$ cat src/hdl/wresp_bank_pkg.sv
////////////////////
// Shared widths and types of the write-response bank
// Modules refer to these by scoped name, the message struct fixes the widths
////////////////////

package wresp_bank_pkg;

  ////////////////////
  // Widths
  ////////////////////

  // AXI-style identifier width
  localparam int IdWidth = 2;

  // One linked list per identifier
  localparam int NumIds = 2 ** IdWidth;

  // Response payload bits carried next to the identifier
  localparam int PayloadWidth = 16;

  // Slot count used by the top level unless overridden
  localparam int DefaultCapacity = 16;

  ////////////////////
  // Types
  ////////////////////

  typedef logic [IdWidth-1:0] id_t;

  typedef logic [PayloadWidth-1:0] payload_t;

  // Stored response, the identifier travels with the payload
  typedef struct packed {
    id_t      id;
    payload_t payload;
  } msg_t;

  // Release arbiter output stage
  typedef enum logic {
    OUT_IDLE    = 1'b0,
    OUT_PRESENT = 1'b1
  } out_state_e;

endpackage
$ cat src/hdl/wresp_bank.sv
////////////////////
// Write-response bank of the simulated memory controller
// Slots are reserved per identifier, filled in order and released under enable
////////////////////

module wresp_bank #(
  parameter int Capacity = wresp_bank_pkg::DefaultCapacity,
  localparam int AddrWidth = $clog2(Capacity)
) (
  input  logic                  clk_i,
  input  logic                  rst_ni,
  // Reservation
  input  wresp_bank_pkg::id_t   res_id_i,
  input  logic                  res_ready_i,
  output logic                  res_valid_o,
  output logic [AddrWidth-1:0]  res_addr_o,
  // Input responses
  input  wresp_bank_pkg::msg_t  in_msg_i,
  input  logic                  in_valid_i,
  output logic                  in_ready_o,
  // Output responses
  input  logic [Capacity-1:0]   release_en_i,
  output wresp_bank_pkg::msg_t  out_msg_o,
  output logic                  out_valid_o,
  input  logic                  out_ready_i,
  output logic [Capacity-1:0]   released_o
);

  localparam int NumIds = wresp_bank_pkg::NumIds;

  typedef logic [AddrWidth-1:0] addr_t;

  logic res_fire;
  logic in_fire;
  logic free;
  addr_t next_addr;
  addr_t held_addr;
  addr_t fill_next;
  addr_t oldest_next;

  // Per-queue status
  logic [NumIds-1:0] q_can_fill;
  logic [NumIds-1:0] q_has_filled;
  logic [NumIds-1:0] q_has_any;
  logic [NumIds-1:0] q_pop;
  logic [NumIds-1:0][AddrWidth-1:0] q_fill_slot;
  logic [NumIds-1:0][AddrWidth-1:0] q_oldest_slot;
  logic [NumIds-1:0][AddrWidth-1:0] q_newest_slot;

  assign res_fire = res_valid_o && res_ready_i;
  assign in_fire = in_valid_i && in_ready_o;
  assign res_addr_o = next_addr;

  // Ready depends on the identifier of the offered message
  assign in_ready_o = q_can_fill[in_msg_i.id];

  slot_allocator #(
    .Capacity(Capacity)
  ) i_slot_allocator (
    .clk_i      (clk_i),
    .rst_ni     (rst_ni),
    .alloc_i    (res_fire),
    .free_i     (free),
    .free_addr_i(held_addr),
    .next_addr_o(next_addr),
    .has_free_o (res_valid_o)
  );

  for (genvar i = 0; i < NumIds; i++) begin : gen_queues
    id_queue #(
      .Capacity(Capacity)
    ) i_id_queue (
      .clk_i        (clk_i),
      .rst_ni       (rst_ni),
      .reserve_i    (res_fire && res_id_i == wresp_bank_pkg::id_t'(i)),
      .slot_i       (next_addr),
      .fill_i       (in_fire && in_msg_i.id == wresp_bank_pkg::id_t'(i)),
      .pop_i        (q_pop[i]),
      .fill_next_i  (fill_next),
      .oldest_next_i(oldest_next),
      .fill_slot_o  (q_fill_slot[i]),
      .can_fill_o   (q_can_fill[i]),
      .oldest_slot_o(q_oldest_slot[i]),
      .has_filled_o (q_has_filled[i]),
      .newest_slot_o(q_newest_slot[i]),
      .has_any_o    (q_has_any[i])
    );
  end

  // A new reservation is linked behind the newest slot of its identifier.
  // The popped slot is always the held address, so its successor is read there
  link_store #(
    .Capacity(Capacity)
  ) i_link_store (
    .clk_i         (clk_i),
    .rst_ni        (rst_ni),
    .link_we_i     (res_fire && q_has_any[res_id_i]),
    .link_addr_i   (q_newest_slot[res_id_i]),
    .link_data_i   (next_addr),
    .msg_we_i      (in_fire),
    .msg_addr_i    (q_fill_slot[in_msg_i.id]),
    .msg_i         (in_msg_i),
    .next_raddr_a_i(q_fill_slot[in_msg_i.id]),
    .next_raddr_b_i(held_addr),
    .next_a_o      (fill_next),
    .next_b_o      (oldest_next),
    .msg_raddr_i   (held_addr),
    .msg_o         (out_msg_o)
  );

  release_arbiter #(
    .Capacity(Capacity)
  ) i_release_arbiter (
    .clk_i       (clk_i),
    .rst_ni      (rst_ni),
    .cand_valid_i(q_has_filled),
    .cand_addr_i (q_oldest_slot),
    .release_en_i(release_en_i),
    .out_ready_i (out_ready_i),
    .out_valid_o (out_valid_o),
    .held_addr_o (held_addr),
    .pop_o       (q_pop),
    .free_o      (free),
    .released_o  (released_o)
  );

endmodule

$ cat src/hdl/release_arbiter.sv
////////////////////
// Output stage of the bank
// Picks the lowest releasable identifier and holds its slot until accepted
////////////////////

module release_arbiter #(
  parameter int Capacity = wresp_bank_pkg::DefaultCapacity,
  localparam int AddrWidth = $clog2(Capacity)
) (
  input  logic                                          clk_i,
  input  logic                                          rst_ni,
  input  logic [wresp_bank_pkg::NumIds-1:0]                cand_valid_i,
  input  logic [wresp_bank_pkg::NumIds-1:0][AddrWidth-1:0] cand_addr_i,
  input  logic [Capacity-1:0]                           release_en_i,
  input  logic                                          out_ready_i,
  output logic                                          out_valid_o,
  output logic [AddrWidth-1:0]                          held_addr_o,
  output logic [wresp_bank_pkg::NumIds-1:0]                pop_o,
  output logic                                          free_o,
  output logic [Capacity-1:0]                           released_o
);

  localparam int NumIds = wresp_bank_pkg::NumIds;

  typedef logic [AddrWidth-1:0] addr_t;

  wresp_bank_pkg::out_state_e state_q;
  wresp_bank_pkg::id_t held_id_q;
  wresp_bank_pkg::id_t pick_id;
  addr_t held_addr_q;
  logic [NumIds-1:0] cand_ok;
  logic transfer;
  logic may_select;

  assign out_valid_o = state_q == wresp_bank_pkg::OUT_PRESENT;
  assign transfer = out_valid_o && out_ready_i;
  assign may_select = !out_valid_o || out_ready_i;

  // The presented queue still shows the held slot as its oldest until the pop
  always_comb begin
    pick_id = '0;
    for (int i = 0; i < NumIds; i++) begin
      cand_ok[i] = cand_valid_i[i] && release_en_i[cand_addr_i[i]] &&
          !(out_valid_o && held_id_q == wresp_bank_pkg::id_t'(i));
    end
    for (int i = NumIds - 1; i >= 0; i--) begin
      if (cand_ok[i]) begin
        pick_id = wresp_bank_pkg::id_t'(i);
      end
    end
  end

  always_ff @(posedge clk_i or negedge rst_ni) begin
    if (!rst_ni) begin
      state_q <= wresp_bank_pkg::OUT_IDLE;
      held_id_q <= '0;
      held_addr_q <= '0;
    end else if (may_select) begin
      if (|cand_ok) begin
        state_q <= wresp_bank_pkg::OUT_PRESENT;
        held_id_q <= pick_id;
        held_addr_q <= cand_addr_i[pick_id];
      end else begin
        state_q <= wresp_bank_pkg::OUT_IDLE;
      end
    end
  end

  // Transfer side effects
  always_comb begin
    for (int i = 0; i < NumIds; i++) begin
      pop_o[i] = transfer && held_id_q == wresp_bank_pkg::id_t'(i);
    end
    for (int a = 0; a < Capacity; a++) begin
      released_o[a] = transfer && held_addr_q == addr_t'(a);
    end
  end

  assign free_o = transfer;
  assign held_addr_o = held_addr_q;

endmodule

$ cat src/hdl/link_store.sv
////////////////////
// Register file of stored responses and next-slot pointers
// Writes land at the clock edge, all reads are combinational
////////////////////

module link_store #(
  parameter int Capacity = wresp_bank_pkg::DefaultCapacity,
  localparam int AddrWidth = $clog2(Capacity)
) (
  input  logic                 clk_i,
  input  logic                 rst_ni,
  // Pointer write port
  input  logic                 link_we_i,
  input  logic [AddrWidth-1:0] link_addr_i,
  input  logic [AddrWidth-1:0] link_data_i,
  // Message write port
  input  logic                 msg_we_i,
  input  logic [AddrWidth-1:0] msg_addr_i,
  input  wresp_bank_pkg::msg_t msg_i,
  // Pointer read ports
  input  logic [AddrWidth-1:0] next_raddr_a_i,
  input  logic [AddrWidth-1:0] next_raddr_b_i,
  output logic [AddrWidth-1:0] next_a_o,
  output logic [AddrWidth-1:0] next_b_o,
  // Message read port
  input  logic [AddrWidth-1:0] msg_raddr_i,
  output wresp_bank_pkg::msg_t msg_o
);

  typedef logic [AddrWidth-1:0] addr_t;

  addr_t next_q [Capacity];
  wresp_bank_pkg::msg_t msg_q [Capacity];

  always_ff @(posedge clk_i or negedge rst_ni) begin
    if (!rst_ni) begin
      next_q <= '{default: '0};
    end else if (link_we_i) begin
      next_q[link_addr_i] <= link_data_i;
    end
  end

  always_ff @(posedge clk_i) begin
    if (msg_we_i) begin
      msg_q[msg_addr_i] <= msg_i;
    end
  end

  assign next_a_o = next_q[next_raddr_a_i];
  assign next_b_o = next_q[next_raddr_b_i];
  assign msg_o = msg_q[msg_raddr_i];

endmodule

$ cat src/hdl/id_queue.sv
////////////////////
// Pointers and counts of one identifier's linked list
// Filled slots sit ahead of reserved ones, from oldest to newest
////////////////////

module id_queue #(
  parameter int Capacity = wresp_bank_pkg::DefaultCapacity,
  localparam int AddrWidth = $clog2(Capacity)
) (
  input  logic                 clk_i,
  input  logic                 rst_ni,
  input  logic                 reserve_i,
  input  logic [AddrWidth-1:0] slot_i,
  input  logic                 fill_i,
  input  logic                 pop_i,
  // Successors of the fill and oldest slots
  input  logic [AddrWidth-1:0] fill_next_i,
  input  logic [AddrWidth-1:0] oldest_next_i,
  output logic [AddrWidth-1:0] fill_slot_o,
  output logic                 can_fill_o,
  output logic [AddrWidth-1:0] oldest_slot_o,
  output logic                 has_filled_o,
  output logic [AddrWidth-1:0] newest_slot_o,
  output logic                 has_any_o
);

  localparam int CntWidth = $clog2(Capacity + 1);

  typedef logic [AddrWidth-1:0] addr_t;
  typedef logic [CntWidth-1:0] cnt_t;

  addr_t newest_q;
  addr_t newest_d;
  addr_t fill_q;
  addr_t fill_d;
  addr_t oldest_q;
  addr_t oldest_d;
  cnt_t unfilled_q;
  cnt_t unfilled_d;
  cnt_t filled_q;
  cnt_t filled_d;

  // Entries of each part still present after this cycle's fill and pop
  cnt_t unfilled_left;
  cnt_t filled_left;

  always_comb begin
    unfilled_left = unfilled_q - cnt_t'(fill_i);
    filled_left = filled_q - cnt_t'(pop_i);
    unfilled_d = unfilled_left + cnt_t'(reserve_i);
    filled_d = filled_left + cnt_t'(fill_i);

    newest_d = reserve_i ? slot_i : newest_q;

    // Fill pointer walks the list, restarts at a new reservation when drained
    fill_d = fill_i ? fill_next_i : fill_q;
    if (unfilled_left == '0 && reserve_i) begin
      fill_d = slot_i;
    end

    // With no filled entry left the head is the first unfilled slot,
    // or the slot reserved right now on an empty list
    oldest_d = pop_i ? oldest_next_i : oldest_q;
    if (filled_left == '0) begin
      oldest_d = (unfilled_q != '0) ? fill_q : slot_i;
    end
  end

  always_ff @(posedge clk_i or negedge rst_ni) begin
    if (!rst_ni) begin
      newest_q <= '0;
      fill_q <= '0;
      oldest_q <= '0;
      unfilled_q <= '0;
      filled_q <= '0;
    end else begin
      newest_q <= newest_d;
      fill_q <= fill_d;
      oldest_q <= oldest_d;
      unfilled_q <= unfilled_d;
      filled_q <= filled_d;
    end
  end

  assign fill_slot_o = fill_q;
  assign can_fill_o = unfilled_q != '0;
  assign oldest_slot_o = oldest_q;
  assign has_filled_o = filled_q != '0;
  assign newest_slot_o = newest_q;
  assign has_any_o = (unfilled_q != '0) || (filled_q != '0);

endmodule

$ cat src/hdl/slot_allocator.sv
////////////////////
// Slot occupancy of the bank
// Offers the lowest free address and tracks reserve and free events
////////////////////

module slot_allocator #(
  parameter int Capacity = wresp_bank_pkg::DefaultCapacity,
  localparam int AddrWidth = $clog2(Capacity)
) (
  input  logic                 clk_i,
  input  logic                 rst_ni,
  input  logic                 alloc_i,
  input  logic                 free_i,
  input  logic [AddrWidth-1:0] free_addr_i,
  output logic [AddrWidth-1:0] next_addr_o,
  output logic                 has_free_o
);

  logic [Capacity-1:0] used_q;
  logic [Capacity-1:0] used_d;

  ////////////////////
  // Lowest free slot
  ////////////////////

  // Scan from the top so the lowest clear bit wins
  always_comb begin
    next_addr_o = '0;
    for (int i = Capacity - 1; i >= 0; i--) begin
      if (!used_q[i]) begin
        next_addr_o = AddrWidth'(i);
      end
    end
  end

  assign has_free_o = ~&used_q;

  ////////////////////
  // Used bits
  ////////////////////

  // Reserved and freed slots never coincide,
  // a slot being freed is still marked used during that cycle
  always_comb begin
    used_d = used_q;
    if (alloc_i) begin
      used_d[next_addr_o] = 1'b1;
    end
    if (free_i) begin
      used_d[free_addr_i] = 1'b0;
    end
  end

  always_ff @(posedge clk_i or negedge rst_ni) begin
    if (!rst_ni) begin
      used_q <= '0;
    end else begin
      used_q <= used_d;
    end
  end

endmodule

$ cat config.mk
export PLATFORM = sky130hd
export DESIGN_NAME = wresp_bank
export DESIGN_NICKNAME = d
export VERILOG_FILES = /design/src/hdl/wresp_bank_pkg.sv /design/src/hdl/wresp_bank.sv /design/src/hdl/release_arbiter.sv /design/src/hdl/link_store.sv /design/src/hdl/id_queue.sv /design/src/hdl/slot_allocator.sv
export SDC_FILE = /design/constraint.sdc
export NUM_CORES = 1
export LEC_CHECK = 0
export ABC_AREA = 1
export CELL_PAD_IN_SITES_DETAIL_PLACEMENT = 1
export CELL_PAD_IN_SITES_GLOBAL_PLACEMENT = 1
export CORE_MARGIN = 3
export CORE_UTILIZATION = 51
export CTS_CLUSTER_SIZE = 28
export DETAILED_ROUTE_END_ITERATION = 8
export DONT_BUFFER_PORTS = 1
export PLACE_DENSITY_LB_ADDON = 0.1
export SYNTH_ARGS = -nofsm -noshare
export SYNTH_HDL_FRONTEND = slang
export SYNTH_SLANG_ARGS = --single-unit
$ cat constraint.sdc
create_clock -name clk_i -period 3.46 [get_ports clk_i]
set_input_delay 0.519 -clock clk_i [delete_from_list [all_inputs] [get_ports clk_i]]
set_output_delay 0.519 -clock clk_i [all_outputs]
set_load 0.01 [all_outputs]
# Word level (Yosys, flattened, before mapping)
# Memories as Yosys holds them, arrays and structs flattened.
# Cells that the tools add are included.
dict set report totals {
  register_bits 175
  ram_bits 288
  input_bits 41
  output_inout_bits 41
  wordCells 271
  memories 1
}
dict set report classes {
  n_addsub 16
  order_cmp 15
  eq_ne 24
  muxes 76
  bitwise 6
  n_reduce_logical 93
}
# memory words width read_ports rd_ports_with_merged_regs wr line_no
set memory_table {}
lappend memory_table {i_link_store.msg_q 16 18 1 0 1 link_store.sv:33} ;# wresp_bank_pkg::msg_t msg_q [Capacity];
# operator count
set ops {}
lappend ops {{$mux W4} 44}
lappend ops {{$bwmux W64} 1}
lappend ops {{$logic_and A1 B1 Y1} 51}
lappend ops {{$add A5 B1 Y5} 8}
lappend ops {{$logic_not A5 Y1} 8}
lappend ops {{$reduce_bool A5 Y1} 8}
lappend ops {{$sub A5 B1 Y5} 8}
lappend ops {{$bmux W4 S4} 2}
lappend ops {{$eq A4 B4 Y1 const B} 8}
lappend ops {{$mux W16} 2}
lappend ops {{$lt A4 B5 Y1 const B} 6}
lappend ops {{$bmux W4 S2} 3}
lappend ops {{$and A16 B16 Y16} 1}
lappend ops {{$bmux W1 S4} 4}
lappend ops {{$demux W4 S4} 1}
lappend ops {{$eq A4 B3 Y1 const B} 4}
lappend ops {{$not A16 Y16} 1}
lappend ops {{$or A16 B16 Y16} 1}
lappend ops {{$reduce_and A16 Y1} 1}
lappend ops {{$reduce_bool A2 Y1} 8}
lappend ops {{$ge A5 B5 Y1 const B} 3}
lappend ops {{$not A4 Y5} 3}
lappend ops {{$eq A2 B2 Y1 const B} 6}
lappend ops {{$mux W1} 11}
lappend ops {{other kinds (15)} 37}

# Depth between registers and ports, before layout
dict set report depth {
  depth_word 24
  ltp_mapped 20
  depth_no_buf 19
}

# Modules after synthesis
# A second synthesis with hierarchy kept.
dict set report hier_totals {
  hier_cells 2911
  hier_area_um2 24373.4
}
# mod instances cells_per_inst area_each_um2 seq_area_each_um2
set by_module_without_submodules {}
lappend by_module_without_submodules {link_store 1 1757 16155.5 10249.8}
lappend by_module_without_submodules {id_queue 4 170 1368.8 550.5}
lappend by_module_without_submodules {release_arbiter 1 264 1380.1 175.2}
lappend by_module_without_submodules {slot_allocator 1 136 1012.2 400.4}
lappend by_module_without_submodules {wresp_bank 1 74 350.3 0.0}

# Worst setup path before layout
# Ideal clock, no wire load.
dict set report synth_path {
  path_type {register to register}
  startpoint {register gen_queues[3].i_id_queue.unfilled_q[0]}
  endpoint {register gen_queues[2].i_id_queue.fill_q[2]}
  setup_ns 0.125
  arrival_time_ns 3.008
  required_ns 3.335
  setup_slack_ns 0.328
  path_stages_with_launch 17
  path_cell_list {dfrtp_1 > nor4_4 > inv_1 > nor2_1 > a211oi_2 > nand3_1 > inv_1 > ha_1 > ha_1 > or2_2 > nand2_1 > inv_1 > nor4_1 > nand2_2 > nand3_1 > o21ai_0 > o21bai_1}
}
dict set report synth_via {
  elab_chain_len 9
  elab_cells_between_ends 10
  cone_classes {add/sub (1); mux (3); reduce/logical (6)}
}
# item line_no
set synth_lines {}
lappend synth_lines {{from (decl)} id_queue.sv:38} ;# cnt_t unfilled_q;
lappend synth_lines {{from (signal assigned)} id_queue.sv:80} ;# unfilled_q <= unfilled_d;
lappend synth_lines {{$reduce_bool A5 Y1 (*)} id_queue.sv:86} ;# assign can_fill_o = unfilled_q != '0;
lappend synth_lines {{$bmux W1 S2 (*)} wresp_bank.sv:55} ;# assign in_ready_o = q_can_fill[in_msg_i.id];
lappend synth_lines {{$mux W1 (implied by the code) (*)} wresp_bank.sv:55}
lappend synth_lines {{named net in_ready_o} wresp_bank.sv:20} ;# output logic in_ready_o,
lappend synth_lines {{$logic_and A1 B1 Y1 (*)} wresp_bank.sv:51} ;# assign in_fire = in_valid_i && in_ready_o;
lappend synth_lines {{$logic_and A1 B1 Y1 (*)} wresp_bank.sv:77} ;# .fill_i (in_fire && in_msg_i.id == wresp_bank_pkg::id_t'(i)),
lappend synth_lines {{$sub A5 B1 Y5} id_queue.sv:48} ;# unfilled_left = unfilled_q - cnt_t'(fill_i);
lappend synth_lines {{$logic_not A5 Y1} id_queue.sv:57} ;# if (unfilled_left == '0 && reserve_i) begin
lappend synth_lines {{$logic_and A1 B1 Y1} id_queue.sv:57}
lappend synth_lines {{$mux W4 or $reduce_bool A2 Y1 (tied branches)} -}
lappend synth_lines {{to (signal assigned)} id_queue.sv:78} ;# fill_q <= fill_d;
lappend synth_lines {{to (decl)} id_queue.sv:34} ;# addr_t fill_q;
# Mark *: on every way through the listed nets, which the timed path passes. The rest lies on a longest branch. The select of a mux whose other input is x is not followed.
# A chain may end at the register's enable or synchronous reset.

==> impl_summary.log <==
INFO  metric status = complete, but fails checks
INFO  metric failed_checks = negative hold slack
INFO  metric cts_root_buffer = sky130_fd_sc_hd__clkbuf_16
INFO  metric die_height = 209 um
INFO  metric final_min_period_over_clock_period = 95.5%
INFO  metric dr_total_vias = 16000
INFO  metric hold_class = in2async
INFO  metric drive_above_1_share = 11.6%
INFO  metric worst_setup_slack_before_clock_tree_synthesis = -45.1 ps
INFO  metric insertedDiodeCount = 0
INFO  metric yosys_register_bits = 463
INFO  metric postPlaceCellArea = 0.0219 sq mm
INFO  metric report.final.hold_viol_count = 175
INFO  metric part_of_the_yosys_area_used_for_sequential_elements = 62.0%
INFO  metric max-clock-path-buffers = 3
INFO  metric post-route-cell-area = 0.0238 sq mm
INFO  metric grt_max_degree = 176
INFO  metric drt_iter0_markers = 1348
INFO  metric max_capacitance_violation_count = 0
INFO  metric cts_sinks = 463
INFO  metric power.ir.vdd_worst = 0.629 mV
INFO  metric p_per_area = 909 mW/mm^2
INFO  metric yosys_most_used_dff = sky130_fd_sc_hd__edfxtp_1
INFO  metric crit_path_max_fanout = 25
INFO  metric worstSetupEndpointType = output port
INFO  metric drt_pre_antenna_iters = 7
INFO  metric period_minus_slack = 3300 ps
INFO  metric clock_latency_reported_for_the_late_side_of_the_worst_skew_pair = 600 ps
INFO  metric postSynthNetCount = 2019
INFO  metric met2RoutedLength = 31.2 mm
INFO  metric grt_setup_unrepaired = true
INFO  metric post_synth_num_cell_types = 48
INFO  metric finalWorstSetupSlack = 157 ps
INFO  metric synthArstFlopShare = 37.8%
INFO  metric synthesis.instances = 1946
INFO  metric initial_antenna_violation_count = 1
INFO  metric placeableCoreArea = 0.0402 sq mm
INFO  metric crit_required = 2940 ps
INFO  metric routabilityCongestion = 0.880
INFO  metric placement.io_buffers = 0
INFO  metric syn_avg_cell_area = 10.8 sq um
INFO  metric place_hpwl = 42.2 mm
INFO  metric critical_path.startpoint_type = register
INFO  metric globalRouteOverflowTotal = 0
INFO  metric h-tree-depth = 2
INFO  metric finalClockSkew = 21.0 ps
INFO  metric top_layer_used = met5
INFO  metric post_route_hold_slack = -379 ps
INFO  metric route.antenna.remaining_nets = 0
INFO  metric critPathKind = reg2out
INFO  metric maxSlewViolCount = 0
INFO  metric design.die.area = 0.0437 sq mm
INFO  metric synthToLayoutAreaGrowth = 13.2%
INFO  metric post_drt_wl_per_cell = 25.3 um
INFO  metric max_freq = 0.303 GHz
INFO  metric drt-vias-per-instance = 6.22
INFO  metric wl = 65.0 mm
INFO  metric syn-cell-area = 0.0210 sq mm
INFO  metric tritoncts = yes
INFO  metric finalSetupViolCount = 0
INFO  metric cellLeakagePower = 9.29 nW
INFO  metric total_routing_usage_gr = 29.6%
INFO  metric placementRows = 73
INFO  metric initial_core_util = 52.3%
INFO  metric drcViolationCount = 0
INFO  metric wl_met3 = 5.72 mm
INFO  metric yosysWarningCount = 0
INFO  metric grt_pass1_vias = 16700
INFO  metric relSlewSlack = 47.1%
INFO  metric cts_inserted_buffers = 48
INFO  metric num_io_pins = 82
INFO  metric wire_length_of_the_first_global_routing_pass = 100 mm
INFO  metric total_nets_final = 2074
INFO  metric max_slew.worst_pin.slew = 792 ps
INFO  metric worst-endpoint-arrival = 2780 ps
INFO  metric clkSlewWorstSetupHoldPaths = 60 ps
INFO  metric die_span_in_x = 209 um
INFO  metric wl_met1 = 26.4 mm
INFO  metric number_of_enable_type_register_cells_in_the_synthesized_netlist = 288
==> final cells by class <==
type | count | area, sq um
clock buffers | 63 | 1330
clock inverters | 27 | 283
fillers | 4186 | 16400
inverters | 181 | 682
multi-input cells | 1229 | 7100
flip-flops and latches | 463 | 13000
well taps | 525 | 657
repair buffers | 78 | 723
==> per-stage QoR <==
step | total power [mW] | hold slack, ps | TNS [ps] | util (%) | std cells
after global routing | 22.9 | -404 | -13.5 | 59.2 | 2566
after global placement | 15.8 | 229 | 0 | 54.6 | 2456
after floorplan | 13.2 | 223 | 0 | - | 1946
after detailed placement | 16.2 | 229 | -78.7 | 54.6 | 2456
final | 21.6 | -379 | 0 | 59.2 | 2566
after CTS | 21.6 | -403 | 0 | 58.9 | 2559
==> sequential cells by signal (all words and copies together), names as in the netlist <==
name                                 count
gen_queues.i_id_queue.fill_slot_o       16
gen_queues.i_id_queue.filled_q          20
gen_queues.i_id_queue.newest_slot_o     16
gen_queues.i_id_queue.oldest_slot_o     16
gen_queues.i_id_queue.unfilled_q        20
i_link_store.msg_q                     288
i_link_store.next_q                     64
i_release_arbiter.held_addr_o            4
i_release_arbiter.held_id_q              2
i_release_arbiter.out_valid_o            1
i_slot_allocator.used_q                 16
==> cell usage in the layout (no fill, tap or decap), drive strengths merged, types with 18 or more instances in the layout <==
master  instances
a22oi         175
nand3         110
dfrtp         175
clkinv         19
nor2          119
ha             32
edfxtp        288
buf            63
inv           183
o21ai         159
clkbuf         63
nand4          32
nand2         320
or4            18
a21oi         124
xor2           22
==> synth_stat cells, drive strengths merged, types with 5 or more instances <==
| master | n | area (sq um) |
|---|---|---|
| or4 | 18 | 135 |
| nand2 | 320 | 1270 |
| o21bai | 11 | 82.6 |
| ha | 32 | 400 |
| nand3 | 110 | 551 |
| buf | 31 | 170 |
| nor4 | 6 | 88.8 |
| edfxtp | 288 | 8650 |
| nor2 | 119 | 529 |
| o21ai | 159 | 807 |
| dfrtp | 175 | 4380 |
| a22o | 8 | 70.1 |
| o211ai | 17 | 133 |
| xnor2 | 17 | 149 |
| nor3 | 15 | 85.1 |
| clkbuf | 42 | 158 |
| nand4 | 32 | 221 |
| a221oi | 5 | 56.3 |
| a21oi | 124 | 621 |
| or2 | 10 | 62.6 |
| a22oi | 175 | 1310 |
| o22ai | 12 | 75.1 |
| o21a | 7 | 52.6 |
| inv | 181 | 679 |
| o221ai | 6 | 52.6 |
| xor2 | 22 | 193 |
==> path summary, 6_finish.rpt <==
kind | startpoint | to | slack (ps) | cells past startpoint
max in group asynchronous | rst_ni | gen_queues[1].i_id_queue.newest_slot_o[1] | 3500 | 0
min in group clk_i | in_msg_i[11] | i_link_store.msg_q[3][11] | 30 | 0
setup reg to reg | gen_queues[2].i_id_queue.unfilled_q[2] | gen_queues[0].i_id_queue.fill_slot_o[2] | 170 | 17
hold reg to reg | gen_queues[1].i_id_queue.newest_slot_o[2] | gen_queues[1].i_id_queue.newest_slot_o[2] | 490 | 2
hold / removal | rst_ni | gen_queues[3].i_id_queue.filled_q[2] | -380 | 0
setup / recovery | i_release_arbiter.held_addr_o[1] | out_msg_o[1] | 160 | 6
==> cells by family (layout without fill, tap and decap cells) <==
group | count (synthesis) | after routing | synth area share, %
xor gates and xnor gates | 39 | 39 | 1.62
muxes | 1 | 1 | 0.0476
buffers and inverters | 254 | 349 | 4.79
adders and majority gates | 32 | 32 | 1.90
AOI/OAI and AO/OA | 525 | 525 | 15.6
DFF | 463 | 463 | 62.0
and+or+nand+nor | 632 | 632 | 14.1
==> per-layer routing <==
metal	track usage (%)	vias up
met3	6.97	109
met2	48.7	686
li1	-	7107
met4	8.06	2
met5	0	-
met1	39.8	8046
==> worst max-delay path: stages (launching register included) <==
cell and delay, ps:
sky130_fd_sc_hd__dfrtp_1 490, sky130_fd_sc_hd__nand2_2 210, sky130_fd_sc_hd__inv_2 160, sky130_fd_sc_hd__buf_4 280
sky130_fd_sc_hd__a22oi_1 270, sky130_fd_sc_hd__a21oi_1 130, sky130_fd_sc_hd__or4_1 640
==> repair_timing <==
| item | CTS | global route |
|---|---|---|
| endpoints found under the hold margin | 361 | 182 |
| hold buffers | 12 | 3 |
| gates resized for setup | 1 | 16 |
| endpoints found under the setup margin | 5 | 28 |
| pin swaps | 1 | 4 |
| buffers inserted | 1 | 4 |
==> power by group <==
group / internal, mW / switching [mW]
combinational: 2.49 / 5.84
clock: 3.09 / 2.21
sequential: 7.04 / 0.945
No activity file was read; power rests on OpenSTA's default activity.
